### config.mk
export PLATFORM = sky130hd
export DESIGN_NAME = bru_top
export DESIGN_NICKNAME = d
export VERILOG_FILES = /design/src/design/bru_cfg_pkg.sv /design/src/design/bru_isa_pkg.sv /design/src/design/bru_resolve_if.sv /design/src/design/bru_issue_if.sv /design/src/design/bru_top.sv /design/src/design/bru_bht.sv /design/src/design/bru_redirect.sv /design/src/design/bru_resolve.sv /design/src/design/bru_issue_stage.sv
export SDC_FILE = /design/constraint.sdc
export NUM_CORES = 1
export LEC_CHECK = 0
export CORE_MARGIN = 2
export CORE_UTILIZATION = 40
export CTS_CLUSTER_SIZE = 20
export DETAILED_ROUTE_END_ITERATION = 8
export DONT_BUFFER_PORTS = 1
export HOLD_SLACK_MARGIN = 0.08
export RECOVER_POWER = 25
export SLEW_MARGIN = 20
export SYNTH_ARGS = -nofsm -noshare
export SYNTH_HDL_FRONTEND = slang
export SYNTH_SLANG_ARGS = --single-unit
export TNS_END_PERCENT = 50
### constraint.sdc
create_clock -name clk_i -period 3.3 [get_ports clk_i]
set_input_delay 0.33 -clock clk_i [delete_from_list [all_inputs] [get_ports clk_i]]
set_output_delay 0.33 -clock clk_i [all_outputs]
set_load 0.05 [all_outputs]
### src/design/bru_cfg_pkg.sv
// Branch unit configuration.
// Operation classes, predictor counter type and default top-level settings.

`default_nettype none

package bru_cfg_pkg;

  // What the resolver has to do with an issued word
  typedef enum logic [2:0] {
    OP_NONE   = 3'd0,
    OP_BRANCH = 3'd1,
    OP_JAL    = 3'd2,
    OP_JALR   = 3'd3,
    OP_FENCEI = 3'd4
  } op_class_e;

  // Two-bit saturating counter, bit 1 is the taken prediction
  typedef logic [1:0] ctr_t;

  // Weakly not taken
  localparam ctr_t CTR_RESET = 2'b01;

  // Top-level defaults
  localparam int          DEF_XLEN      = 32;
  localparam int          DEF_HIST_BITS = 4;
  localparam logic [31:0] DEF_PC_INIT   = 32'h0000_0200;

endpackage

`default_nettype wire

### src/design/bru_isa_pkg.sv
// RV32I instruction set definitions used by the branch unit.
// Opcodes, branch condition codes and the decoded views of one instruction word.

`default_nettype none

package bru_isa_pkg;

  // Major opcodes handled by the branch unit
  localparam logic [6:0] OPC_BRANCH  = 7'b1100011;
  localparam logic [6:0] OPC_JAL     = 7'b1101111;
  localparam logic [6:0] OPC_JALR    = 7'b1100111;
  localparam logic [6:0] OPC_MISCMEM = 7'b0001111;

  // Branch conditions
  localparam logic [2:0] F3_BEQ  = 3'b000;
  localparam logic [2:0] F3_BNE  = 3'b001;
  localparam logic [2:0] F3_BLT  = 3'b100;
  localparam logic [2:0] F3_BGE  = 3'b101;
  localparam logic [2:0] F3_BLTU = 3'b110;
  localparam logic [2:0] F3_BGEU = 3'b111;

  // The one MISC-MEM word that touches the caches
  localparam logic [31:0] FENCE_I = 32'h0000_100F;

  // One instruction word, four ways of looking at it
  typedef union packed {
    struct packed {
      logic [6:0] funct7;
      logic [4:0] rs2;
      logic [4:0] rs1;
      logic [2:0] funct3;
      logic [4:0] rd;
      logic [6:0] opcode;
    } r;
    struct packed {
      logic [11:0] imm;
      logic [19:0] rest;
    } i;
    struct packed {
      logic       imm12;
      logic [5:0] imm10_5;
      logic [4:0] rs2;
      logic [4:0] rs1;
      logic [2:0] funct3;
      logic [3:0] imm4_1;
      logic       imm11;
      logic [6:0] opcode;
    } b;
    struct packed {
      logic       imm20;
      logic [9:0] imm10_1;
      logic       imm11;
      logic [7:0] imm19_12;
      logic [4:0] rd;
      logic [6:0] opcode;
    } j;
  } insn_u;

endpackage

`default_nettype wire
### src/design/bru_resolve_if.sv
// Resolution bus from the resolver to the redirect register stage.
// One resolved instruction per cycle with its redirect and training info.

`timescale 1ns/1ns
`default_nettype none

interface bru_resolve_if #(
  parameter int XLEN      = 32,
  parameter int HIST_BITS = 4
);

  logic                 valid;
  logic [XLEN-1:0]      nxt_pc;
  logic                 flush;
  logic                 taken;
  logic                 misaligned;
  logic                 ic_invalidate;
  logic                 dc_clean;
  logic                 train;
  logic [HIST_BITS-1:0] bht_index;

  modport out (output valid, nxt_pc, flush, taken, misaligned, ic_invalidate, dc_clean,
                      train, bht_index);
  modport in  (input  valid, nxt_pc, flush, taken, misaligned, ic_invalidate, dc_clean,
                      train, bht_index);

endinterface

`default_nettype wire

### src/design/bru_issue_if.sv
// Issue bus from the issue register to the resolver.
// Carries one decoded instruction with its operands and prediction.

`timescale 1ns/1ns
`default_nettype none

interface bru_issue_if #(
  parameter int XLEN      = 32,
  parameter int HIST_BITS = 4
);
  import bru_isa_pkg::*;
  import bru_cfg_pkg::*;

  logic                 valid;
  logic [XLEN-1:0]      pc;
  logic [XLEN-1:0]      opa;
  logic [XLEN-1:0]      opb;
  insn_u                insn;
  op_class_e            op;
  logic [XLEN-1:0]      imm;
  logic                 predict;
  logic [HIST_BITS-1:0] bht_index;

  modport out (output valid, pc, opa, opb, insn, op, imm, predict, bht_index);
  modport in  (input  valid, pc, opa, opb, insn, op, imm, predict, bht_index);

endinterface

`default_nettype wire

### src/design/bru_top.sv
// Branch resolution unit top level.
// Issue register, resolver, redirect register and predictor in one slice.

`timescale 1ns/1ns
`default_nettype none

module bru_top #(
  parameter int              XLEN      = bru_cfg_pkg::DEF_XLEN,
  parameter int              HIST_BITS = bru_cfg_pkg::DEF_HIST_BITS,
  parameter logic [XLEN-1:0] PC_INIT   = bru_cfg_pkg::DEF_PC_INIT
) (
  input  logic            clk_i,
  input  logic            rst_ni,
  input  logic            stall_i,
  input  logic            valid_i,
  input  logic [XLEN-1:0] pc_i,
  input  logic [31:0]     insn_i,
  input  logic [XLEN-1:0] opa_i,
  input  logic [XLEN-1:0] opb_i,
  output logic            valid_o,
  output logic [XLEN-1:0] nxt_pc_o,
  output logic            flush_o,
  output logic            ic_invalidate_o,
  output logic            dc_clean_o,
  output logic            misaligned_o,
  output logic            taken_o
);
  import bru_cfg_pkg::*;

  logic [HIST_BITS-1:0] lookup_index;
  logic [HIST_BITS-1:0] history;
  ctr_t                 lookup_ctr;
  logic                 train;
  logic [HIST_BITS-1:0] train_index;

  bru_issue_if   #(.XLEN(XLEN), .HIST_BITS(HIST_BITS)) issue_bus ();
  bru_resolve_if #(.XLEN(XLEN), .HIST_BITS(HIST_BITS)) res_bus ();

  bru_issue_stage #(.XLEN(XLEN), .HIST_BITS(HIST_BITS)) u_issue (
    .clk_i     (clk_i),
    .rst_ni    (rst_ni),
    .stall_i   (stall_i),
    .valid_i   (valid_i),
    .pc_i      (pc_i),
    .insn_i    (insn_i),
    .opa_i     (opa_i),
    .opb_i     (opb_i),
    .kill_i    (flush_o),
    .history_i (history),
    .ctr_i     (lookup_ctr),
    .index_o   (lookup_index),
    .issue     (issue_bus)
  );

  bru_resolve #(.XLEN(XLEN)) u_resolve (
    .issue (issue_bus),
    .res   (res_bus)
  );

  bru_redirect #(.XLEN(XLEN), .HIST_BITS(HIST_BITS), .PC_INIT(PC_INIT)) u_redirect (
    .clk_i           (clk_i),
    .rst_ni          (rst_ni),
    .stall_i         (stall_i),
    .res             (res_bus),
    .valid_o         (valid_o),
    .nxt_pc_o        (nxt_pc_o),
    .flush_o         (flush_o),
    .ic_invalidate_o (ic_invalidate_o),
    .dc_clean_o      (dc_clean_o),
    .misaligned_o    (misaligned_o),
    .taken_o         (taken_o),
    .train_o         (train),
    .train_index_o   (train_index)
  );

  // Trained from the registered result
  bru_bht #(.HIST_BITS(HIST_BITS)) u_bht (
    .clk_i          (clk_i),
    .rst_ni         (rst_ni),
    .stall_i        (stall_i),
    .lookup_index_i (lookup_index),
    .train_i        (train),
    .taken_i        (taken_o),
    .train_index_i  (train_index),
    .history_o      (history),
    .ctr_o          (lookup_ctr)
  );

endmodule

`default_nettype wire

### src/design/bru_bht.sv
// Global history branch predictor.
// Pattern table of two-bit saturating counters and the global history register.

`timescale 1ns/1ns
`default_nettype none

module bru_bht #(
  parameter int HIST_BITS = 4
) (
  input  logic                 clk_i,
  input  logic                 rst_ni,
  input  logic                 stall_i,
  input  logic [HIST_BITS-1:0] lookup_index_i,
  input  logic                 train_i,
  input  logic                 taken_i,
  input  logic [HIST_BITS-1:0] train_index_i,
  output logic [HIST_BITS-1:0] history_o,
  output bru_cfg_pkg::ctr_t    ctr_o
);
  import bru_cfg_pkg::*;

  localparam int ENTRIES = 2**HIST_BITS;

  ctr_t                 pht_q [ENTRIES];
  ctr_t                 ctr_cur;
  ctr_t                 ctr_next;
  logic [HIST_BITS-1:0] history_q;

  assign ctr_cur = pht_q[train_index_i];

  // Saturating step toward the resolved direction
  always_comb begin
    ctr_next = ctr_cur;
    if (taken_i && ctr_cur != 2'b11) begin
      ctr_next = ctr_cur + 2'b01;
    end else if (!taken_i && ctr_cur != 2'b00) begin
      ctr_next = ctr_cur - 2'b01;
    end
  end

  always_ff @(posedge clk_i or negedge rst_ni) begin
    if (!rst_ni) begin
      history_q <= '0;
      for (int i = 0; i < ENTRIES; i++) begin
        pht_q[i] <= CTR_RESET;
      end
    end else if (train_i && !stall_i) begin
      pht_q[train_index_i] <= ctr_next;
      history_q            <= {history_q[HIST_BITS-2:0], taken_i};
    end
  end

  assign history_o = history_q;
  assign ctr_o     = pht_q[lookup_index_i];

endmodule

`default_nettype wire

### src/design/bru_redirect.sv
// Branch unit output register stage.
// Holds next PC, flush, cache strobes and training for one cycle per result.

`timescale 1ns/1ns
`default_nettype none

module bru_redirect #(
  parameter int              XLEN      = 32,
  parameter int              HIST_BITS = 4,
  parameter logic [XLEN-1:0] PC_INIT   = 'h200
) (
  input  logic                 clk_i,
  input  logic                 rst_ni,
  input  logic                 stall_i,
  bru_resolve_if.in            res,
  output logic                 valid_o,
  output logic [XLEN-1:0]      nxt_pc_o,
  output logic                 flush_o,
  output logic                 ic_invalidate_o,
  output logic                 dc_clean_o,
  output logic                 misaligned_o,
  output logic                 taken_o,
  output logic                 train_o,
  output logic [HIST_BITS-1:0] train_index_o
);

  logic valid_q;
  logic flush_q;
  logic ic_inv_q;
  logic dc_clean_q;
  logic train_q;

  always_ff @(posedge clk_i or negedge rst_ni) begin
    if (!rst_ni) begin
      valid_q      <= 1'b0;
      // Send fetch to the reset vector
      flush_q      <= 1'b1;
      ic_inv_q     <= 1'b0;
      dc_clean_q   <= 1'b0;
      misaligned_o <= 1'b0;
      taken_o      <= 1'b0;
      train_q      <= 1'b0;
      nxt_pc_o     <= PC_INIT;
    end else if (!stall_i) begin
      valid_q      <= res.valid;
      flush_q      <= res.flush;
      ic_inv_q     <= res.ic_invalidate;
      dc_clean_q   <= res.dc_clean;
      misaligned_o <= res.misaligned;
      taken_o      <= res.taken;
      train_q      <= res.train;
      if (res.valid) begin
        nxt_pc_o <= res.nxt_pc;
      end
    end
  end

  always_ff @(posedge clk_i) begin
    if (!stall_i) begin
      train_index_o <= res.bht_index;
    end
  end

  // A held result is reported once, on the cycle the stall lifts
  assign valid_o         = valid_q & ~stall_i;
  assign flush_o         = flush_q & ~stall_i;
  assign ic_invalidate_o = ic_inv_q & ~stall_i;
  assign dc_clean_o      = dc_clean_q & ~stall_i;
  assign train_o         = train_q & ~stall_i;

endmodule

`default_nettype wire

### src/design/bru_resolve.sv
// Branch resolver.
// Evaluates branch conditions and jump targets, then decides on flush,
// cache maintenance and predictor training for the issued instruction.

`timescale 1ns/1ns
`default_nettype none

module bru_resolve #(
  parameter int XLEN = 32
) (
  bru_issue_if.in    issue,
  bru_resolve_if.out res
);
  import bru_isa_pkg::*;
  import bru_cfg_pkg::*;

  logic            eq;
  logic            lt;
  logic            ltu;
  logic            cond;
  logic [XLEN-1:0] target;
  logic [XLEN-1:0] seq_pc;
  logic [XLEN-1:0] jalr_sum;
  logic [XLEN-1:0] nxt_pc;
  logic            taken;
  logic            flush;
  logic            cache_op;
  logic            train;

  // Comparators shared by all six conditions
  assign eq  = (issue.opa == issue.opb);
  assign lt  = ($signed(issue.opa) < $signed(issue.opb));
  assign ltu = (issue.opa < issue.opb);

  assign target   = issue.pc + issue.imm;
  assign seq_pc   = issue.pc + XLEN'(4);
  assign jalr_sum = issue.opa + issue.imm;

  always_comb begin
    case (issue.insn.r.funct3)
      F3_BEQ:  cond = eq;
      F3_BNE:  cond = ~eq;
      F3_BLT:  cond = lt;
      F3_BGE:  cond = ~lt;
      F3_BLTU: cond = ltu;
      F3_BGEU: cond = ~ltu;
      default: cond = 1'b0;
    endcase
  end

  ////////////////////////////////////////////////////////////////////////////
  // Redirect decision
  ////////////////////////////////////////////////////////////////////////////
  always_comb begin
    nxt_pc   = seq_pc;
    taken    = 1'b0;
    flush    = 1'b0;
    cache_op = 1'b0;
    train    = 1'b0;
    case (issue.op)
      OP_BRANCH: begin
        taken  = cond;
        train  = 1'b1;
        // Mispredicted in either direction
        flush  = cond ^ issue.predict;
        nxt_pc = cond ? target : seq_pc;
      end
      OP_JAL: begin
        taken  = 1'b1;
        flush  = ~issue.predict;
        nxt_pc = target;
      end
      OP_JALR: begin
        // Register target is never predicted
        taken  = 1'b1;
        flush  = 1'b1;
        nxt_pc = {jalr_sum[XLEN-1:1], 1'b0};
      end
      OP_FENCEI: begin
        flush    = 1'b1;
        cache_op = 1'b1;
      end
      default: taken = 1'b0;
    endcase
  end

  assign res.valid         = issue.valid;
  assign res.nxt_pc        = nxt_pc;
  assign res.taken         = issue.valid & taken;
  assign res.flush         = issue.valid & flush;
  assign res.misaligned    = issue.valid & taken & (|nxt_pc[1:0]);
  assign res.ic_invalidate = issue.valid & cache_op;
  assign res.dc_clean      = issue.valid & cache_op;
  assign res.train         = issue.valid & train;
  assign res.bht_index     = issue.bht_index;

endmodule

`default_nettype wire

### src/design/bru_issue_stage.sv
// Branch unit issue stage.
// Classifies the instruction, builds its immediate, looks up the predictor
// and registers the result for the resolver.

`timescale 1ns/1ns
`default_nettype none

module bru_issue_stage #(
  parameter int XLEN      = 32,
  parameter int HIST_BITS = 4
) (
  input  logic                 clk_i,
  input  logic                 rst_ni,
  input  logic                 stall_i,
  input  logic                 valid_i,
  input  logic [XLEN-1:0]      pc_i,
  input  bru_isa_pkg::insn_u   insn_i,
  input  logic [XLEN-1:0]      opa_i,
  input  logic [XLEN-1:0]      opb_i,
  input  logic                 kill_i,
  input  logic [HIST_BITS-1:0] history_i,
  input  bru_cfg_pkg::ctr_t    ctr_i,
  output logic [HIST_BITS-1:0] index_o,
  bru_issue_if.out             issue
);
  import bru_isa_pkg::*;
  import bru_cfg_pkg::*;

  op_class_e       op;
  logic [XLEN-1:0] imm;

  // Word address bits folded with global history
  assign index_o = pc_i[HIST_BITS+1:2] ^ history_i;

  ////////////////////////////////////////////////////////////////////////////
  // Decode
  ////////////////////////////////////////////////////////////////////////////
  always_comb begin
    op  = OP_NONE;
    imm = '0;
    case (insn_i.r.opcode)
      OPC_BRANCH: begin
        // funct3 010 and 011 are not branches
        if (insn_i.r.funct3[2:1] != 2'b01) begin
          op = OP_BRANCH;
        end
        imm = {{(XLEN-12){insn_i.b.imm12}}, insn_i.b.imm11, insn_i.b.imm10_5,
               insn_i.b.imm4_1, 1'b0};
      end
      OPC_JAL: begin
        op  = OP_JAL;
        imm = {{(XLEN-20){insn_i.j.imm20}}, insn_i.j.imm19_12, insn_i.j.imm11,
               insn_i.j.imm10_1, 1'b0};
      end
      OPC_JALR: begin
        op  = OP_JALR;
        imm = {{(XLEN-12){insn_i.i.imm[11]}}, insn_i.i.imm};
      end
      OPC_MISCMEM: begin
        if (insn_i == FENCE_I) begin
          op = OP_FENCEI;
        end
      end
      default: op = OP_NONE;
    endcase
  end

  ////////////////////////////////////////////////////////////////////////////
  // Issue register
  ////////////////////////////////////////////////////////////////////////////
  always_ff @(posedge clk_i or negedge rst_ni) begin
    if (!rst_ni) begin
      issue.valid <= 1'b0;
    end else if (!stall_i) begin
      // A pending redirect squashes whatever arrives now
      issue.valid <= valid_i & ~kill_i;
    end
  end

  always_ff @(posedge clk_i) begin
    if (!stall_i) begin
      issue.pc        <= pc_i;
      issue.opa       <= opa_i;
      issue.opb       <= opb_i;
      issue.insn      <= insn_i;
      issue.op        <= op;
      issue.imm       <= imm;
      issue.predict   <= ctr_i[1];
      issue.bht_index <= index_o;
    end
  end

endmodule

`default_nettype wire

==> results of run 1 <==
-- power by group --
part	total (mW)	internal, mW	leakage, nW	switching [mW]
logic	1.87	0.867	4.26	0.999
registers	3.69	3.04	2.21	0.655
clock network	2.63	1.54	0.392	1.08
-- cell families (layout without fill, tap and decap cells) --
logic type      after synthesis  in the layout
simple gates                359            359
compound gates              320            320
flops                       207            207
fa+ha+maj                    98             98
xor+xnor                     86             86
buf+inv                      84            340
mux                          50             50
-- registers in the layout, summed over array words and instances, names as in the netlist --
name / count
u_bht.pht_q: 32
u_issue.issue.opa: 32
u_issue.issue.opb: 32
u_issue.issue.pc: 32
u_redirect.nxt_pc_o: 32
u_issue.issue.imm: 21
u_bht.history_o: 4
u_issue.issue.bht_index: 4
u_redirect.train_index_o: 4
u_issue.issue.insn: 3
u_issue.issue.op: 3
u_issue.issue.predict: 1
u_issue.issue.valid: 1
u_redirect.flush_q: 1
u_redirect.ic_inv_q: 1
u_redirect.misaligned_o: 1
u_redirect.taken_o: 1
u_redirect.train_q: 1
u_redirect.valid_q: 1
-- worst max-delay path: cells and delay by family, from the launching register on --
| kind | cells | cell delay (ns) |
|---|---|---|
| adders and majority gates | 1 | 0.31 |
| muxes | 1 | 0.30 |
| and+or+nand+nor | 4 | 0.77 |
| DFF | 1 | 0.39 |
| AOI/OAI and AO/OA | 5 | 0.88 |
| buffers and inverters | 3 | 0.52 |
-- routing by layer --
metal / GRT usage / vias to the layer above
li1: - / 4992
met1: 0.312 / 4923
met2: 0.345 / 316
met3: 0.0355 / 56
met4: 0.0606 / 0
met5: 0 / -
-- stage by stage --
step / instances / hold WS (ns) / area, um^2 / worst slack, ns
floorplan: 1204 / 0.0344 / 12800 / -0.0579
global placement: 1683 / 0.0390 / 14000 / -0.0147
detailed placement: 1683 / 0.0392 / 14000 / -0.175
CTS: 1858 / 0.0920 / 16200 / -0.0228
global route: 1862 / 0.122 / 16300 / -0.182
finish: 1862 / 0.119 / 16300 / -0.00721
-- cell type report --
class | instances | share of cell area
clock buffer | 36 | 0.0453
clock inverter | 8 | 0.00261
inverter | 56 | 0.0131
multi-input combinational | 913 | 0.414
sequential | 207 | 0.360
tap | 402 | 0.0309
timing repair buffer | 240 | 0.134
-- final timing paths --
path / startpoint / to / slack (ns)
worst min register to register: u_issue.issue.bht_index[1]$_DFFE_PN_ / u_redirect.train_index_o[1]$_DFFE_PN_ / 0.42
worst min-delay path: stall_i / u_bht.history_o[3]$_DFFE_PN0P_ / 0.12
min in group asynchronous: rst_ni / u_bht.pht_q[17]$_DFFE_PN0P_ / 0.91
worst max register to register: u_issue.issue.opa[18]$_DFFE_PN_ / u_redirect.nxt_pc_o[20]$_DFFE_PN0P_ / -0.007
worst max-delay path: u_issue.issue.opa[18]$_DFFE_PN_ / u_redirect.nxt_pc_o[20]$_DFFE_PN0P_ / -0.007
max in group asynchronous: rst_ni / u_redirect.nxt_pc_o[30]$_DFFE_PN0P_ / 1.13
-- cell usage in the layout, fill, tap and decap left out, drive strengths merged, types with 9 or more instances in the layout --
| master | count |
|---|---|
| nand2 | 114 |
| dfrtp | 57 |
| nand4 | 15 |
| nand2b | 10 |
| xor2 | 46 |
| and2 | 16 |
| a21o | 33 |
| clkbuf | 37 |
| a21oi | 108 |
| inv | 56 |
| o21ai | 66 |
| edfxtp | 132 |
| a221oi | 9 |
| ha | 96 |
| and3 | 22 |
| nor3 | 19 |
| nand3 | 32 |
| dlygate4sd3 | 125 |
| o31ai | 9 |
| nor2 | 71 |
| o211ai | 11 |
| mux2 | 33 |
| nor4 | 10 |
| xnor2 | 40 |
| dfstp | 18 |
| mux4 | 15 |
| nor2b | 20 |
| buf | 114 |
-- what timing repair did --
action | in CTS | in global routing
setup endpoints to repair | 18 | 33
pin swaps | 8 | 10
gates resized for setup | 12 | 24
buffers inserted | 5 | 4
endpoints found under the hold margin | 206 | 0
hold buffers | 126 | 0
==> run_results.csv, run 1 <==
group,metric,value,unit
route,drc,0,
placement,dpl.hpwl,26.4,mm
synth,yosys_warnings,0,
floorplan,coreArea,31500,um^2
synth,yosysUniqueCellTypes,76,
cts,clk_latency,0.54,ns
route,wl_met2,16.2,mm
power,vdd_ir_drop_max,0.425,mV
floorplan,core.rowCount,65,
synth,synth-seq-cells,207,
power,power_density,503,nW/um^2
route,viasPerCell,5.52,
grt,grt.total_usage,0.219,
placement,gp_congestion,0.903,
route,wl_per_cell,19.6,um
synth,synth_mux_area_frac,0.0572,
synth,synth_most_common_cell,"edfxtp_1",
critical_path,end_kind,"flip-flop",
synth,ys_seq_area_frac,0.460,
run_status,status,"complete, but fails checks",
timing,tightest_slew,2.08,ns
timing,finalMaxSlewViolations,76,
route,met1Wirelength,17.3,mm
critical_path,cp_data_required_time,3.69,ns
critical_path,crit_top_cell,"buf_4",
synth,post_synth_inst_count,1204,
floorplan,die_area,33300,um^2
synth,synth-compound-area-share,0.162,
route,vias,10300,
min_path,min_path_type,"in2reg",
grt,first_global_vias,10600,
route,drt_wl_total,36.5,mm
route,drtPass1Iterations,5,
grt,grt_start_max_net_pins,83,
timing,maxSlewHeadroom,-0.386,
floorplan,die_h,183,um
critical_path,crit_slowest_cell,"edfxtp_1",
finish,fillers,2782,
finish,multi_input_area,6740,um^2
floorplan,die_x,183,um
cts,clkTransAtPathRegs,0.07,ns
route,dr_wl_met3,2.06,mm
timing,fin_setup_tns,-0.00998,ns
job,maxCapViolations,1,
critical_path,cp.arrival,3.70,ns
cts,cts_root_buf,"clkbuf_16",
grt,antenna_found_initial,0,
synth,netlist_area,12700,um^2
critical_path,cp_max_fo,4,
critical_path,worstSetupPathType,"reg2reg",
finish,syn2layout_area_growth,27.8,%
finish,fin_nets,1672,
synth,post_synth.cell_area_avg,10.6,um^2
cts,cts_tree,"built",
synth,synth_common_cells,"edfxtp_1 (132), nand2_1 (114), a21oi_1 (107)",
route,top_layer,"met4",
synth,synth_edf_count,132,
synth,synth_flop_cell,"edfxtp_1",
synth,synthTopCellsByArea,"edfxtp_1 (31%), dfrtp_1 (11%), ha_1 (9.4%), a21oi_1 (4.2%), dfstp_2 (3.7%)",
synth,async_flop_share,0.362,
timing,hold_viol_final,0,
route,drt-initial-drc-count,595,
finish,final_core_util,0.517,
finish,seq_area,5860,um^2
route,detail-route-antenna-nets,0,
synth,synth_xor_area_frac,0.0591,
floorplan,io_pins,170,
critical_path,r2r_cells,14,
timing,setup_viol,2,
placement,portBuffers,0,
synth,synthesis.nets,1434,
synth,synth_top_family_by_area,"compound AO/OA/AOI/OAI gates",
critical_path,max_stage_delay,0.39,ns
cts,cts.sinks,207,
synth,synthSimpleGateAreaFrac,0.139,
grt,grt_pass1_wl,57.2,mm
cts,clockBufferDepth,3,
synth,synth_top_area_frac,0.311,
synth,synth_fa_ha_area_frac,0.0974,
timing,fin_ws,-0.00721,ns
critical_path,crit_chain,"ha_1 > nand4_1 > nor4_2 > buf_4 > nand3_2 > mux2_4 > a221o_1 > nor2_2 > o221ai_1 > buf_4 > o2bb2ai_1 > a21oi_1 > buf_4 > o21ai_1",
min_path,hold_depth,4,
finish,n_antenna_cell,0,
cts,cts.htree.levels,1,
timing,grt_setup_unrepaired,"true",
cts,cts_made_buffers,24,
timing,period_minus_slack,3.31,ns
power,p_leak,6.87,nW
critical_path,crit_path_start_kind,"flip-flop",
timing,fmax,302,MHz
synth,yosysTopAreaCell,"edfxtp_1",
grt,grt_overflow,0,
timing,period_share,1.00,
power,fin_total_pwr,8.19,mW
finish,drive_gt1_frac,0.183,
floorplan,start_util,0.405,
timing,finClkSkew,0.0228,ns
run_status,violations,"capacitance limit, slew limit, setup timing",
Note: power is estimated with default switching activity, not from simulation.
==> run 2: changes to the inputs <==
--- a/config.mk
+++ b/config.mk
@@ -6,7 +6,7 @@
 export NUM_CORES = 1
 export LEC_CHECK = 0
 export CORE_MARGIN = 2
-export CORE_UTILIZATION = 40
+export CORE_UTILIZATION = 45
 export CTS_CLUSTER_SIZE = 20
 export DETAILED_ROUTE_END_ITERATION = 8
 export DONT_BUFFER_PORTS = 1
==> run 2 against run 1 <==
  * The flow still finishes with violations (capacitance limit, slew limit, setup timing)
  * Worst hold slack got worse by 0.018 ns
  * Register-to-register slack barely moved
  * Clock-buffer cell count rose by 3
  * Largest power group unchanged
  * Highest routed layer unchanged
==> run_results.csv, run 2 (same netlist as run 1, synthesis figures left out) <==
group,metric,value,unit
timing,period_minus_slack,3.31,ns
floorplan,core.rowCount,61,
grt,grt_pass1_wl,57.1,mm
power,p_int,5.42,mW
grt,grt.busiest_layer,"met1",
cts,cts.sinks,207,
power,power_density,504,nW/um^2
timing,fin_ws,-0.00977,ns
power,fin_total_pwr,8.19,mW
power,p_seq_frac,0.450,
critical_path,rrSetupSlack,-0.01,ns
route,drt-initial-drc-count,907,
min_path,hp-start,"insn_i[13]",
placement,portBuffers,0,
grt,antenna_found_initial,0,
floorplan,start_util,0.458,
finish,finalNonFillerCells,1828,
cts,cts_tree,"built",
critical_path,crit_path_start_kind,"flip-flop",
timing,finalMaxSlewViolations,76,
finish,layout_commonest_cell,"edfxtp_1",
critical_path,r2r_cells,13,
grt,met1_usage,0.381,
cts,clkTransAtPathRegs,0.06,ns
route,drc,0,
cts,cts_made_buffers,25,
finish,drive_gt1_frac,0.184,
floorplan,coreArea,27900,um^2
timing,maxSlewHeadroom,-0.352,
power,vdd_ir_drop_max,0.442,mV
placement,dp_cells,1639,
timing,fmax,302,MHz
timing,whs,0.100,ns
grt,use_met2,0.363,
timing,hold_viol_final,0,
finish,final_core_util,0.583,
timing,period_share,1.00,
grt,grt.total_usage,0.252,
timing,tightest_slew,2.03,ns
route,wl_per_cell,20.2,um
grt,met3_usage,0.0611,
critical_path,reg2reg_from,"u_issue.issue.opa[6]$_DFFE_PN_",
route,vias,10300,
power,p_sw_frac,0.339,
placement,dpl.hpwl,26.8,mm
power,p_sw,2.78,mW
timing,setup_viol,1,
critical_path,worstSetupPathType,"reg2reg",
finish,syn2layout_area_growth,27.5,%
timing,finClkSkew,0.0244,ns
route,drtPass1Iterations,5,
route,detail-route-antenna-nets,0,
run_status,status,"complete, but fails checks",
min_path,hold_depth,2,
critical_path,end_kind,"flip-flop",
cts,cts.htree.levels,1,
floorplan,die_area,29700,um^2
min_path,min_path_type,"in2reg",
finish,layout_common_cells,"edfxtp_1 (132), dlygate4sd3_1 (125), nand2_1 (112)",
power,p_leak,6.79,nW
critical_path,r2r_end,"u_redirect.nxt_pc_o[30]$_DFFE_PN0P_",
route,viasPerCell,5.63,
route,drt_wl_total,36.9,mm
min_path,holdPathEnd,"u_issue.issue.op[0]$_SDFFCE_PN0N_",
cts,clk_latency,0.54,ns
finish,n_antenna_cell,0,
timing,grt_setup_unrepaired,"true",
grt,first_global_vias,10000,
grt,grt_start_max_net_pins,133,
power,p_clk_frac,0.322,
job,maxCapViolations,1,
critical_path,cp.arrival,3.69,ns
finish,fin_nets,1661,
placement,gp_congestion,0.919,
power,combPwrFrac,0.228,
critical_path,cp_max_fo,8,
critical_path,cp_data_required_time,3.68,ns
floorplan,die_h,172,um
run_status,violations,"capacitance limit, slew limit, setup timing",
floorplan,die_x,172,um
floorplan,io_pins,170,
cts,clockBufferDepth,3,
cts,cts_root_buf,"clkbuf_16",
grt,grt_overflow,0,
run 2: critical path: stages (launching register included):
cell and delay [ns]:
edfxtp_1 0.44, ha_4 0.30, nand4_1 0.13, or3_4 0.42, a21oi_4 0.14, o41ai_4 0.09
buf_4 0.16, a221o_1 0.36, or2_4 0.27, a32oi_2 0.24, o31ai_4 0.19, buf_4 0.20
o31ai_4 0.06, nand4_1 0.15
run 2: worst max-delay path by stage:
stage,cells past startpoint,to,slack (ns),from
6_report,13,u_redirect.nxt_pc_o[30]$_DFFE_PN0P_,-0.01,u_issue.issue.opa[6]$_DFFE_PN_
5_1_grt,13,u_redirect.nxt_pc_o[30]$_DFFE_PN0P_,-0.15,u_issue.issue.opa[6]$_DFFE_PN_
4_1_cts,13,u_redirect.nxt_pc_o[30]$_DFFE_PN0P_,0.01,u_issue.issue.opa[31]$_DFFE_PN_
3_5_place_dp,12,u_redirect.nxt_pc_o[30]$_DFFE_PN0P_,-0.33,u_issue.issue.opa[1]$_DFFE_PN_
3_3_place_gp,12,u_redirect.nxt_pc_o[30]$_DFFE_PN0P_,-0.26,u_issue.issue.opa[1]$_DFFE_PN_
2_1_floorplan,10,u_redirect.nxt_pc_o[29]$_DFFE_PN0P_,-0.06,stall_i
run 2: timing repair:
action,4_1_cts,5_1_grt
pin swaps,7,33
setup buffers,2,17
setup endpoints to repair,51,35
endpoints found under the hold margin,207,0
hold buffers,126,0
resized for setup,11,41
run 2: area by class of cell:
class / instances / area (um^2)
Sequential cell: 207 / 5860
Tap cell: 378 / 473
Clock inverter: 7 / 50.0
Clock buffer: 39 / 729
Fill cell: 2375 / 11600
Multi-Input combinational cell: 913 / 6860
Timing Repair Buffer: 228 / 2060
Inverter: 56 / 214
run 2: power groups by stage:
| stage | Sequential [mW] | Clock (mW) | Combinational, mW |
|---|---|---|---|
| after floorplan | 3.64 | 0 | 1.14 |
| after global placement | 3.73 | 0 | 1.58 |
| after detailed placement | 3.73 | 0 | 1.60 |
| after CTS | 3.68 | 2.70 | 1.77 |
| after global routing | 3.71 | 2.81 | 2.07 |
| final | 3.68 | 2.64 | 1.87 |
run 2: routing by layer:
| metal | routed length [um] | share of wire |
|---|---|---|
| met1 | 17500 | 0.47 |
| met2 | 15300 | 0.42 |
| met3 | 3350 | 0.091 |
| met4 | 714 | 0.019 |
| met5 | 0 | 0 |
run 2: per-stage QoR:
stage / instance area [um^2] / TNS [ns] / worst slack, ns
after floorplan: 12800 / -0.143 / -0.0579
after global routing: 16300 / -1.43 / -0.154
after global placement: 13800 / -2.45 / -0.263
after CTS: 16000 / 0 / 0.0104
after detailed placement: 13800 / -5.29 / -0.334
final: 16300 / -0.00977 / -0.00977
